File: config.mk
export PLATFORM = sky130hd
export DESIGN_NAME = clp_accumulate
export DESIGN_NICKNAME = d
export VERILOG_FILES = /design/src/clp_pkg.sv /design/src/clp_accumulate.sv
export VERILOG_INCLUDE_DIRS = /design/src
export SDC_FILE = /design/constraint.sdc
export NUM_CORES = 1
export LEC_CHECK = 0
export ABC_CLOCK_PERIOD_IN_PS = 4300
export BUFFER_PORTS_ARGS = -buffer_cell sky130_fd_sc_hd__buf_2
export CORE_MARGIN = 4
export CORE_UTILIZATION = 35
export CTS_CLUSTER_DIAMETER = 150
export DETAILED_ROUTE_END_ITERATION = 6
export PLACE_DENSITY = 0.53
export SYNTH_ARGS = -nofsm -noshare
export SYNTH_HDL_FRONTEND = slang
export SYNTH_SLANG_ARGS = --single-unit
export TNS_END_PERCENT = 1
File: constraint.sdc
create_clock -name clk -period 4.3 [get_ports clk]
set_input_delay 0 -clock clk [delete_from_list [all_inputs] [get_ports clk]]
set_output_delay 0 -clock clk [all_outputs]
set_load 0.1 [all_outputs]
File: src/clp_config.svh
`ifndef CLP_CONFIG_SVH
`define CLP_CONFIG_SVH

// input feature maps presented per beat
`define CLP_TN 2

// output maps with one lane each
`define CLP_TM 4

// kernel side of the CLP_KSIZE x CLP_KSIZE windows
`define CLP_KSIZE 3

`define CLP_FEAT_W 32      // feature and result width
`define CLP_SCALE_W 32     // fixed-point scaler width
`define CLP_SCALE_FRAC 16  // fraction bits of the scaler

// ternary weight code width
`define CLP_KW 2

`endif

File: src/clp_pkg.sv
`include "clp_config.svh"

package clp_pkg;

    // ternary weight codes where both 00 and 10 mean zero
    typedef enum logic [`CLP_KW-1:0] {
        WGT_ZERO  = 2'b00,
        WGT_POS   = 2'b01,
        WGT_ZERO2 = 2'b10,
        WGT_NEG   = 2'b11
    } weight_code_e;

    // accumulation opcodes
    typedef enum logic [1:0] {
        ACC_SINGLE = 2'd0,  // result straight out
        ACC_FIRST  = 2'd1,  // start running sum
        ACC_MID    = 2'd2,  // add to running sum
        ACC_LAST   = 2'd3   // running sum plus result out
    } acc_op_e;

    typedef logic signed [`CLP_FEAT_W-1:0] feat_t;

    typedef feat_t [`CLP_TM-1:0] lane_vec_t;  // one word per output map

    // beat passed between pipeline stages
    typedef struct packed {
        logic      valid;
        acc_op_e   op;
        lane_vec_t data;
    } stage_beat_t;

endpackage

File: src/clp_accumulate.sv
`timescale 1ns/1ps
`include "clp_config.svh"

module clp_accumulate import clp_pkg::*; (
    input  logic        clk,
    input  logic        rst_n,
    input  stage_beat_t beat_i,
    output logic        out_valid_o,
    output lane_vec_t   feature_o
);

    lane_vec_t acc_q;      // running sums per lane
    lane_vec_t chain_sum;
    lane_vec_t feat_q;
    logic      open_q;     // a chain has started
    logic      out_valid_q;

    always_comb begin
        for (int l = 0; l < `CLP_TM; l++) begin
            chain_sum[l] = acc_q[l] + beat_i.data[l];
        end
    end

    always_ff @(posedge clk or negedge rst_n) begin
        if (!rst_n) begin
            out_valid_q <= 1'b0;
            open_q      <= 1'b0;
            acc_q       <= '0;
        end else begin
            out_valid_q <= beat_i.valid &&
                           (beat_i.op == ACC_SINGLE || beat_i.op == ACC_LAST);
            if (beat_i.valid) begin
                case (beat_i.op)
                    ACC_FIRST: begin
                        acc_q  <= beat_i.data;
                        open_q <= 1'b1;
                    end
                    ACC_MID:  acc_q  <= chain_sum;
                    ACC_LAST: open_q <= 1'b0;  // chain closed
                    default: ;
                endcase
            end
        end
    end

    // output word holds between pulses
    always_ff @(posedge clk) begin
        if (beat_i.valid) begin
            case (beat_i.op)
                ACC_SINGLE: feat_q <= beat_i.data;
                ACC_LAST:   feat_q <= chain_sum;
                default: ;
            endcase
        end
    end

    assign out_valid_o = out_valid_q;
    assign feature_o   = feat_q;

    a_chain_open: assert property (
        @(posedge clk) disable iff (!rst_n)
        beat_i.valid && (beat_i.op inside {ACC_MID, ACC_LAST}) |-> open_q
    ) else $error("middle or last beat without a first beat");

    a_valid_known: assert property (
        @(posedge clk) disable iff (!rst_n) !$isunknown(out_valid_o)
    ) else $error("out_valid_o unknown");

endmodule

# Word-level counts from Yosys, hierarchy flattened
# Index checks and enable logic that the tools add are counted.
# totals
out_inout_bits	129
reg_bits	257
inputBits	133
# classes
muxes	2
n_eq_ne	3
addsub	4
reduce_logical	7
# op_table
op	count
one-hot mux 128 bit (2 select lines)	2
adder 32 bit	4
equality test 2 bit, second input constant	2
AND reduction 2 bit	2
nonzero test 2 bit	2
equality test 2 x 1 -> 1 bit, second input constant	1
zero test 2 bit	1
logical AND 1 bit	1
logical OR 1 bit	1

# Depth between registers and ports, before layout
# Gate-level depths: netlist (run 1).
# depth
ltp_word	3
mapped_depth	12

# Least setup slack after synthesis (run 1)
# No wires, ideal clock.
# synth_timing
path_kind	input to register
from	in beat_i[128] (netlist name)
to	reg feat_q, in the netlist feature_o[0], enable pin
stages	3
arrival_ns	3.279
slack_ns	0.518
path_cell_list	inv_1 ha_1 and2_1
# synth_via
elab_chain_len	3
word_cells_on_any_way	4
classes_between	eq/ne: 1; reduce/logical: 3
# synth_lines
item	line_no	text
from (decl)	clp_accumulate.sv:7	input stage_beat_t beat_i,
equality test 2 bit or zero test 2 bit (tied branches)	clp_accumulate.sv:49	case (beat_i.op)
nonzero test 2 bit (no line) *	-	
AND reduction 2 bit (no line) *	-	
to (signal assigned)	clp_accumulate.sv:50	ACC_SINGLE: feat_q <= beat_i.data;
to (signal assigned)	clp_accumulate.sv:51	ACC_LAST: feat_q <= chain_sum;
to (decl)	clp_accumulate.sv:14	lane_vec_t feat_q;
# Every way passes the cells marked *; elsewhere a longest branch is shown, timed or not.
# A chain may end at the register's enable or synchronous reset.

# Worst setup path in the final report (run 1)
# layout_timing
from	reg acc_q[32] (netlist name)
to	reg acc_q[58] (netlist name)
# layout_via
elab_chain_len	2
# layout_lines
item	line_no	text
from (decl)	clp_accumulate.sv:12	lane_vec_t acc_q;
from (signal assigned)	clp_accumulate.sv:35	acc_q <= beat_i.data;
from (signal assigned)	clp_accumulate.sv:38	ACC_MID: acc_q <= chain_sum;
adder 32 bit	clp_accumulate.sv:20	chain_sum[l] = acc_q[l] + beat_i.data[l];
one-hot mux 128 bit (2 select lines)	clp_accumulate.sv:33	case (beat_i.op)
# No other way between the ends.

==> flow_metrics.env, run 1 <==
export IMPL_clock_latency_ns=0.55
export IMPL_synth_edff_count=128
export IMPL_num_vias=14900
export IMPL_drt_iter0_markers=739
export IMPL_critPathArrivalTime_ns=4.17
export IMPL_relSlewSlack_pct=23.0
export IMPL_drc_errors=0
export IMPL_layout_commonest_cell="buf_2"
export IMPL_area_growth_pct=25.1
export IMPL_max_clock_freq_mhz=271
export IMPL_h_tree_depth=2
export IMPL_required_ns=4.78
export IMPL_synth_cells=1820
export IMPL_core_area_um2=50100
export IMPL_synthDistinctLibCells=73
export IMPL_p_sw_share_pct=41.2
export IMPL_drive_gt1_share_pct=20.6
export IMPL_grt_pass1_vias=15000
export IMPL_p_switching_uw=4760
export IMPL_p_leak_uw=0.00962
export IMPL_fp_dieW_um=233
export IMPL_setup_tns_ns=0
export IMPL_netlist_area_um2=17700
export IMPL_io_buffer_count=261
export IMPL_antenna_found_initial=6
export IMPL_via_per_inst=5.19
export IMPL_fin_worst_skew_ns=0.0131
export IMPL_synthArstFlopShare_pct=50.2
export IMPL_slowest_stage="dlygate4sd3_1"
export IMPL_cts_num_sinks=257
export IMPL_hp_class="input pin to flip-flop"
export IMPL_grt_max_degree=145
export IMPL_cts_inserted_buffers=35
export IMPL_criticalPathCategory="flip-flop to flip-flop"
export IMPL_die_y_um=233
export IMPL_cts_setup_buffers=0
export IMPL_slew_viol_final=0
export IMPL_routedWlPerCell_um=16.9
export IMPL_nets=2439
export IMPL_crit_fanout=3
export IMPL_comb_power_share_pct=46.3
export IMPL_ys_warn_count=0
export IMPL_cts_buffer_depth=3
export IMPL_pre_cts_ws_ns=0.765
export IMPL_cp_num_buf_inv=1
export IMPL_setup_ws_ns=0.611
export IMPL_ys_ff_latch=257
export IMPL_grt_overflow=0
export IMPL_powerDensity_nw_per_um2=522
export IMPL_hold_viol=0
export IMPL_grt_pass1_wl_mm=79.1
export IMPL_avgSynthCellArea_um2=9.72
export IMPL_path_cells="ha_1 > fa_1 > a21o_1 > a31oi_1 > o21ai_1 > a211oi_2 > o31ai_1 > o41ai_2 > o21ai_2 > xor2_1 > nand2_1 > a21oi_1 > dlygate4sd3_1"
export IMPL_track_usage_pct=17.7
export IMPL_hpwl_mm=33.7
export IMPL_io_pins=262
export IMPL_dominantRegCellSynth="dfrtp_1"
export IMPL_ctsRootBufferMaster="clkbuf_16"
export IMPL_slowest_delay_ns=0.55
export IMPL_yosysSeqAreaShare_pct=40.0
export IMPL_tightest_slew_ns=1.15
export IMPL_rsz0062_at_grt="false"
export IMPL_first_pass_iters=5
export IMPL_fin_crit_sh_pct=85.8
export IMPL_peakVddDrop_mv=0.243
export IMPL_dieArea_um2=54200
export IMPL_wl_mm=48.6
export IMPL_p_clk_share_pct=24.6
export IMPL_cp_start_kind="flip-flop"
export IMPL_whs_ns=0.0465
export IMPL_period_needed_ns=3.69
export IMPL_power_frac_seq_pct=29.0
export IMPL_detail_route_antenna_nets=0
export IMPL_synth_net_count=2083
export IMPL_p_int_uw=6790
export IMPL_cts_resized=0
export IMPL_holdBufCountCts=133
export IMPL_clk_pin_slew_ns=0.05
export IMPL_crit_family="compound AO/OA/AOI/OAI gates"
export IMPL_setup_viol=0
export IMPL_cts_tree="built"
export IMPL_final_cell_mix="260 x buf_2, 204 x nand2_1, 165 x a21oi_1"
export IMPL_drv_cap=0
export IMPL_place_congestion=0.855
export IMPL_status="finished, final reports clean"
export IMPL_initial_utilization_pct=35.3
export IMPL_fill_cells=4893
export IMPL_rows=82
export IMPL_critPathCaptureType="flip-flop"
## cell usage after synthesis, types with 4 or more instances
| library cell | number | area share [%] |
|---|---|---|
| and2_1 | 5 | 0.18 |
| inv_1 | 36 | 0.76 |
| mux2_2 | 108 | 6.9 |
| o211ai_1 | 12 | 0.51 |
| or3_1 | 8 | 0.28 |
| a221oi_1 | 4 | 0.20 |
| dfrtp_1 | 129 | 18 |
| o21a_1 | 16 | 0.68 |
| and3_1 | 16 | 0.57 |
| a31oi_1 | 15 | 0.53 |
| nand4_1 | 25 | 0.88 |
| nor2b_1 | 11 | 0.39 |
| mux2i_1 | 95 | 5.4 |
| a21oi_1 | 165 | 4.7 |
| o21bai_1 | 14 | 0.59 |
| nor4_1 | 4 | 0.14 |
| nor2_1 | 108 | 2.3 |
| o31ai_1 | 8 | 0.34 |
| edfxtp_1 | 128 | 22 |
| a21o_1 | 75 | 3.2 |
| clkbuf_1 | 73 | 1.5 |
| o21ai_0 | 162 | 4.6 |
| nor3_1 | 19 | 0.54 |
| o2111ai_1 | 4 | 0.20 |
| buf_1 | 13 | 0.28 |
| or2_2 | 5 | 0.18 |
| fa_1 | 4 | 0.45 |
| a211oi_1 | 18 | 0.76 |
| nand3_1 | 23 | 0.65 |
| nand2_1 | 204 | 4.3 |
| xor2_1 | 34 | 1.7 |
| o31a_1 | 4 | 0.20 |
| ha_1 | 126 | 8.9 |
| xnor2_1 | 76 | 3.8 |
| nand2b_1 | 9 | 0.32 |
## tightest hold or removal path, delay by kind of cell
kind / cells / cell delay [ns]
AO/OA/AOI/OAI: 1 / 0.08
adder cells (fa/ha/maj): 1 / 0.15
AND/OR/NAND/NOR: 2 / 0.19
buffers and inverters: 1 / 0.13
## state kept, by name, indices dropped and copies added, names as in the netlist
signal and flops:
out_valid_o 1, feature_o 128, acc_q 128
## final cells by class
type,count,area [um^2],area share (%)
Antenna cell,6,15.0,0.0678
Clock buffer,45,913,4.13
Clock inverter,18,184,0.831
Inverter,36,135,0.610
Multi-Input combinational cell,1439,10200,46.1
Sequential cell,257,7070,31.9
Tap cell,672,841,3.80
Timing Repair Buffer,407,2780,12.6
## logic make-up (layout without fill, tap and decap cells)
group	after synthesis	count (layout)	synth area share [%]
AOI/OAI and AO/OA	545	545	18.9
xor gates and xnor gates	110	110	5.44
adders and majority gates	130	130	9.36
buffers and inverters	124	506	2.64
DFF	257	257	40.0
muxes	203	203	12.2
other	0	6	0
and+or+nand+nor	451	451	11.4
## path summary, 6_finish.rpt
path / startpoint / to / slack (ns) / cells after the start
max: acc_q[32] / acc_q[58] / 0.61 / 13
min in group asynchronous: rst_n / acc_q[114] / 0.07 / 2
max in group asynchronous: rst_n / acc_q[127] / 3.15 / 3
min reg2reg: acc_q[51] / acc_q[51] / 0.48 / 2
min: beat_i[129] / acc_q[62] / 0.05 / 5
max reg2reg: acc_q[32] / acc_q[58] / 0.61 / 13
## metal layers
metal | track usage [%] | part of all wire (%) | up-vias
li1 | - | - | 7453
met1 | 23.7 | 47 | 7116
met2 | 29.4 | 46 | 300
met3 | 3.17 | 4.7 | 70
met4 | 5.42 | 2.6 | 2
met5 | 0 | 0.041 | -
## power groups by stage
stage               logic, uW  clock network (uW)  registers [uW]
finish                   5350                2840            3350
floorplan                3340                   0            4190
detailed placement       5220                   0            3390
CTS                      5360                2950            3350
global route             5920                3040            3410
global placement         5180                   0            3380
## stage by stage
step                      cells  power (uW)  utilization [%]  area [um^2]
after floorplan            1820        7530                -        17700
after global placement     2678        8560             39.3        19700
after detailed placement   2678        8620             39.3        19700
after CTS                  2874       11700             44.2        22100
after global routing       2879       12400             44.2        22100
final                      2880       11500             44.2        22100
(Power assumes the default switching activity.)
==> run 2, diff against run 1 <==
CELL_PAD_IN_SITES_DETAIL_PLACEMENT = 1   (was default)
CELL_PAD_IN_SITES_GLOBAL_PLACEMENT = 1   (was default)
CORE_MARGIN = default   (was 4)
PLACE_DENSITY = 0.66   (was 0.53)
==> flow_metrics.env, run 2 (synthesized netlist as in run 1, its figures left out) <==
export IMPL_holdBufCountCts=131
export IMPL_powerDensity_nw_per_um2=522
export IMPL_via_per_inst=5.30
export IMPL_slew_viol_final=0
export IMPL_cts_setup_buffers=0
export IMPL_placed_cell_area_um2=19700
export IMPL_place_congestion=0.833
export IMPL_cts_buffer_depth=3
export IMPL_detail_route_antenna_nets=0
export IMPL_dieArea_um2=51500
export IMPL_fp_dieW_um=227
export IMPL_grt_pass1_wl_mm=86.2
export IMPL_hpwl_mm=36.7
export IMPL_fin_crit_sh_pct=82.6
export IMPL_grt_pass1_vias=16400
export IMPL_cts_num_sinks=257
export IMPL_critPathArrivalTime_ns=3.85
export IMPL_cts_inserted_buffers=31
export IMPL_criticalPathCategory="flip-flop to flip-flop"
export IMPL_fill_cells=5760
export IMPL_antenna_found_initial=7
export IMPL_rsz0062_at_grt="false"
export IMPL_crit_fanout=3
export IMPL_grt_max_degree=87
export IMPL_nets=2433
export IMPL_cts_tree="built"
export IMPL_cts_resized=0
export IMPL_period_needed_ns=3.55
export IMPL_hp_class="input pin to flip-flop"
export IMPL_setup_tns_ns=0
export IMPL_num_vias=15200
export IMPL_wl_mm=53.0
export IMPL_drc_errors=0
export IMPL_clock_latency_ns=0.58
export IMPL_tightest_slew_ns=1.13
export IMPL_setup_ws_ns=0.750
export IMPL_fin_util_pct=43.9
export IMPL_grt_overflow=0
export IMPL_core_area_um2=50100
export IMPL_power_uw=11500
export IMPL_critPathCaptureType="flip-flop"
export IMPL_p_leak_uw=0.00955
export IMPL_initial_utilization_pct=35.3
export IMPL_final_cell_area_um2=22000
export IMPL_drt_iter0_markers=488
export IMPL_layout_commonest_cell="buf_2"
export IMPL_fin_worst_skew_ns=0.0123
export IMPL_rows=82
export IMPL_hold_viol=0
export IMPL_first_pass_iters=5
export IMPL_required_ns=4.60
export IMPL_relSlewSlack_pct=24.5
export IMPL_ctsRootBufferMaster="clkbuf_16"
export IMPL_status="finished, final reports clean"
export IMPL_cp_start_kind="flip-flop"
export IMPL_routedWlPerCell_um=18.5
export IMPL_drive_gt1_share_pct=20.6
export IMPL_max_clock_freq_mhz=282
export IMPL_die_y_um=227
export IMPL_setup_viol=0
export IMPL_h_tree_depth=1
export IMPL_pre_cts_ws_ns=0.755
export IMPL_area_growth_pct=24.3
export IMPL_drv_cap=0
export IMPL_io_pins=262
export IMPL_peakVddDrop_mv=0.335
export IMPL_clk_pin_slew_ns=0.07
export IMPL_io_buffer_count=261
export IMPL_final_cell_mix="260 x buf_2, 204 x nand2_1, 165 x a21oi_1"
export IMPL_track_usage_pct=20.7
==> run 2: path summary, 6_finish.rpt <==
check,from,to,cells past startpoint,slack [ns]
setup / recovery,acc_q[32],feature_o[62],12,0.75
hold / removal,beat_i[129],acc_q[18],4,0.1
setup reg to reg,acc_q[32],feature_o[62],12,0.75
hold reg to reg,acc_q[96],acc_q[96],2,0.48
max in group asynchronous,rst_n,acc_q[72],4,2.74
min in group asynchronous,rst_n,acc_q[117],3,0.47
==> run 2: per-stage QoR <==
stage	hold slack (ns)	cells
after floorplan	-0.296	1820
after global placement	0.0446	2678
after detailed placement	0.0460	2678
after CTS	0.0548	2866
after global routing	0.104	2869
final	0.0957	2869
==> run 2: worst max-delay path, cell delays in order (launching register included) <==
cell	delay, ns
dfrtp_1	0.38
ha_1	0.22
fa_1	0.41
a21o_1	0.24
a31oi_1	0.23
o21ai_1	0.15
a211oi_2	0.34
o31ai_1	0.16
o41ai_2	0.39
o21ai_2	0.15
a221o_1	0.33
xnor2_1	0.19
mux2i_1	0.10
==> run 2: cell type report <==
| type | instances | area, um^2 | share of cell area [%] |
|---|---|---|---|
| Antenna cell | 3 | 7.51 | 0.0341 |
| Clock buffer | 43 | 871 | 3.96 |
| Clock inverter | 14 | 129 | 0.586 |
| Inverter | 36 | 135 | 0.614 |
| Multi-Input combinational cell | 1439 | 10200 | 46.4 |
| Sequential cell | 257 | 7070 | 32.1 |
| Tap cell | 672 | 841 | 3.82 |
| Timing Repair Buffer | 405 | 2740 | 12.5 |
==> run 2: power breakdown <==
group | internal, uW | total, uW | switching, uW
sequential | 3110 | 3360 | 252
combinational | 1990 | 5460 | 3470
clock | 1520 | 2650 | 1130
total | 6620 | 11500 | 4850
==> run 2: per-layer routing <==
layer,global-route usage [%],wire length [um]
met2,36.1,25600
met5,0,41
met3,3.11,2140
met4,5.62,1110
met1,26.5,24100
==> run 3, diff against run 2 <==
ABC_CLOCK_PERIOD_IN_PS = 3000   (was 4300)
PLACE_DENSITY = 0.68   (was 0.66)
clock period = 3 ns   (was 4.3 ns; I/O delays follow)
==> flow_metrics.env, run 3 (synthesized netlist as in run 1, its figures left out) <==
export IMPL_final_cell_mix="260 x buf_2, 204 x nand2_1, 158 x a21oi_1"
export IMPL_required_ns=3.29
export IMPL_dieArea_um2=51500
export IMPL_grt_pass1_wl_mm=88.9
export IMPL_crit_fanout=3
export IMPL_grt_max_degree=71
export IMPL_use_met3_pct=3.98
export IMPL_setup_ws_ns=-0.293
export IMPL_drive_gt1_share_pct=26.8
export IMPL_max_clock_freq_mhz=304
export IMPL_placed_cell_area_um2=20500
export IMPL_via_per_inst=5.28
export IMPL_hpwl_mm=38.7
export IMPL_routedWlPerCell_um=18.5
export IMPL_powerDensity_nw_per_um2=769
export IMPL_nets=2539
export IMPL_whs_ns=0.0784
export IMPL_final_cell_area_um2=23300
export IMPL_tightest_slew_ns=1.02
export IMPL_fin_crit_sh_pct=110
export IMPL_crit_family="compound AO/OA/AOI/OAI gates"
export IMPL_track_usage_pct=21.5
export IMPL_period_needed_ns=3.29
export IMPL_wl_mm=55.2
export IMPL_grt_overflow=0
export IMPL_detail_route_antenna_nets=0
export IMPL_layout_commonest_cell="buf_2"
export IMPL_status="finished with violations"
export IMPL_place_congestion=0.860
export IMPL_cp_common_cell="o21ai_2"
export IMPL_core_area_um2=50100
export IMPL_fp_dieW_um=227
export IMPL_first_pass_iters=5
export IMPL_top_usage_layer="met2"
export IMPL_rr_worst_depth=13
export IMPL_critPathCaptureType="flip-flop"
export IMPL_num_vias=15700
export IMPL_cp_start_kind="flip-flop"
export IMPL_slowest_stage="dfrtp_1"
export IMPL_grtUsageMet1_pct=26.8
export IMPL_relSlewSlack_pct=31.6
export IMPL_fill_cells=5738
export IMPL_clock_latency_ns=0.54
export IMPL_final_cell_count_no_fill=2976
export IMPL_initial_utilization_pct=35.3
export IMPL_power_uw=18000
export IMPL_path_cells="ha_2 > fa_2 > a21o_1 > a31oi_2 > o21ai_2 > a211oi_4 > o31ai_2 > o41ai_2 > buf_4 > o21ai_2 > a221o_1 > xnor2_2 > mux2i_1"
export IMPL_cp_num_buf_inv=1
export IMPL_regArea_um2=7070
export IMPL_rows=82
export IMPL_use_met2_pct=38.2
export IMPL_cts_inserted_buffers=34
export IMPL_peakVddDrop_mv=0.366
export IMPL_critPathArrivalTime_ns=3.58
export IMPL_slew_viol_final=0
export IMPL_p_leak_uw=0.0102
export IMPL_io_pins=262
export IMPL_drv_cap=0
export IMPL_cts_num_sinks=257
export IMPL_setup_viol=10
export IMPL_drt_iter0_markers=515
export IMPL_io_buffer_count=261
export IMPL_crit_cells=13
export IMPL_area_growth_pct=31.9
export IMPL_h_tree_depth=2
export IMPL_hold_viol=0
export IMPL_hp_class="input pin to asynchronous set/reset pin"
export IMPL_cts_tree="built"
export IMPL_ctsRootBufferMaster="clkbuf_16"
export IMPL_antenna_found_initial=8
export IMPL_violations="setup timing"
export IMPL_cts_buffer_depth=3
export IMPL_criticalPathCategory="flip-flop to flip-flop"
export IMPL_fin_worst_skew_ns=0.0193
export IMPL_die_y_um=227
export IMPL_grt_pass1_vias=17000
export IMPL_rsz0062_at_grt="true"
export IMPL_clk_pin_slew_ns=0.06
export IMPL_drc_errors=0
export IMPL_multiInputGateArea_um2=10600
export IMPL_post_place_cells=2781
export IMPL_slowest_delay_ns=0.40
-- run 3: cell count changes in the layout (fill, tap and decap cells not counted), sizes merged --
cell,previous run,this run
clkinv,8,3
clkbuf,43,44
buf,275,379
inv,36,38
clkinvlp,4,6
dlygate4sd3,130,129
bufinv,2,6
-- run 3: worst paths after layout --
| kind | start | endpoint | slack (ns) |
|---|---|---|---|
| hold / removal | rst_n | acc_q[110] | 0.08 |
| setup / recovery | acc_q[32] | feature_o[62] | -0.29 |
| setup reg to reg | acc_q[32] | feature_o[62] | -0.29 |
| min in group clk | beat_i[128] | feature_o[62] | 0.12 |
| hold reg to reg | acc_q[89] | acc_q[89] | 0.48 |
| max in group asynchronous | rst_n | out_valid_o | 2.03 |
-- run 3: timing repair --
action | in CTS | in global routing
hold endpoints to repair | 321 | 0
setup buffers | 2 | 0
pin swaps | 16 | 10
hold buffers | 129 | 0
gates resized for setup | 36 | 40
setup endpoints to repair | 50 | 63
-- run 3: metal layers --
layer / wire length [um] / vias up
met5: 30 / -
met4: 1050 / 6
met3: 2260 / 75
met2: 27500 / 277
met1: 24400 / 7740
li1: - / 7630
-- run 3: through the flow --
stage / setup WS, ns / setup TNS (ns) / utilization [%]
after floorplan: -0.116 / -0.141 / -
after global placement: -0.376 / -3.97 / 40.9
after detailed placement: -0.478 / -6.35 / 40.9
after CTS: -0.267 / -1.33 / 46.2
after global routing: -0.409 / -3.82 / 46.6
final: -0.293 / -1.45 / 46.6
-- run 3: final cells by class --
| class | instances | share of cell area, % |
|---|---|---|
| Timing Repair Buffer | 508 | 15.2 |
| Inverter | 36 | 0.579 |
| Multi-Input combinational cell | 1439 | 45.2 |
| Antenna cell | 3 | 0.0322 |
| Clock inverter | 17 | 1.12 |
| Tap cell | 672 | 3.60 |
| Sequential cell | 257 | 30.3 |
| Clock buffer | 44 | 3.98 |
-- run 3: power by group --
| group | internal [uW] | switching [uW] |
|---|---|---|
| Sequential | 4460 | 382 |
| Combinational | 3430 | 5250 |
| Clock | 2720 | 1710 |
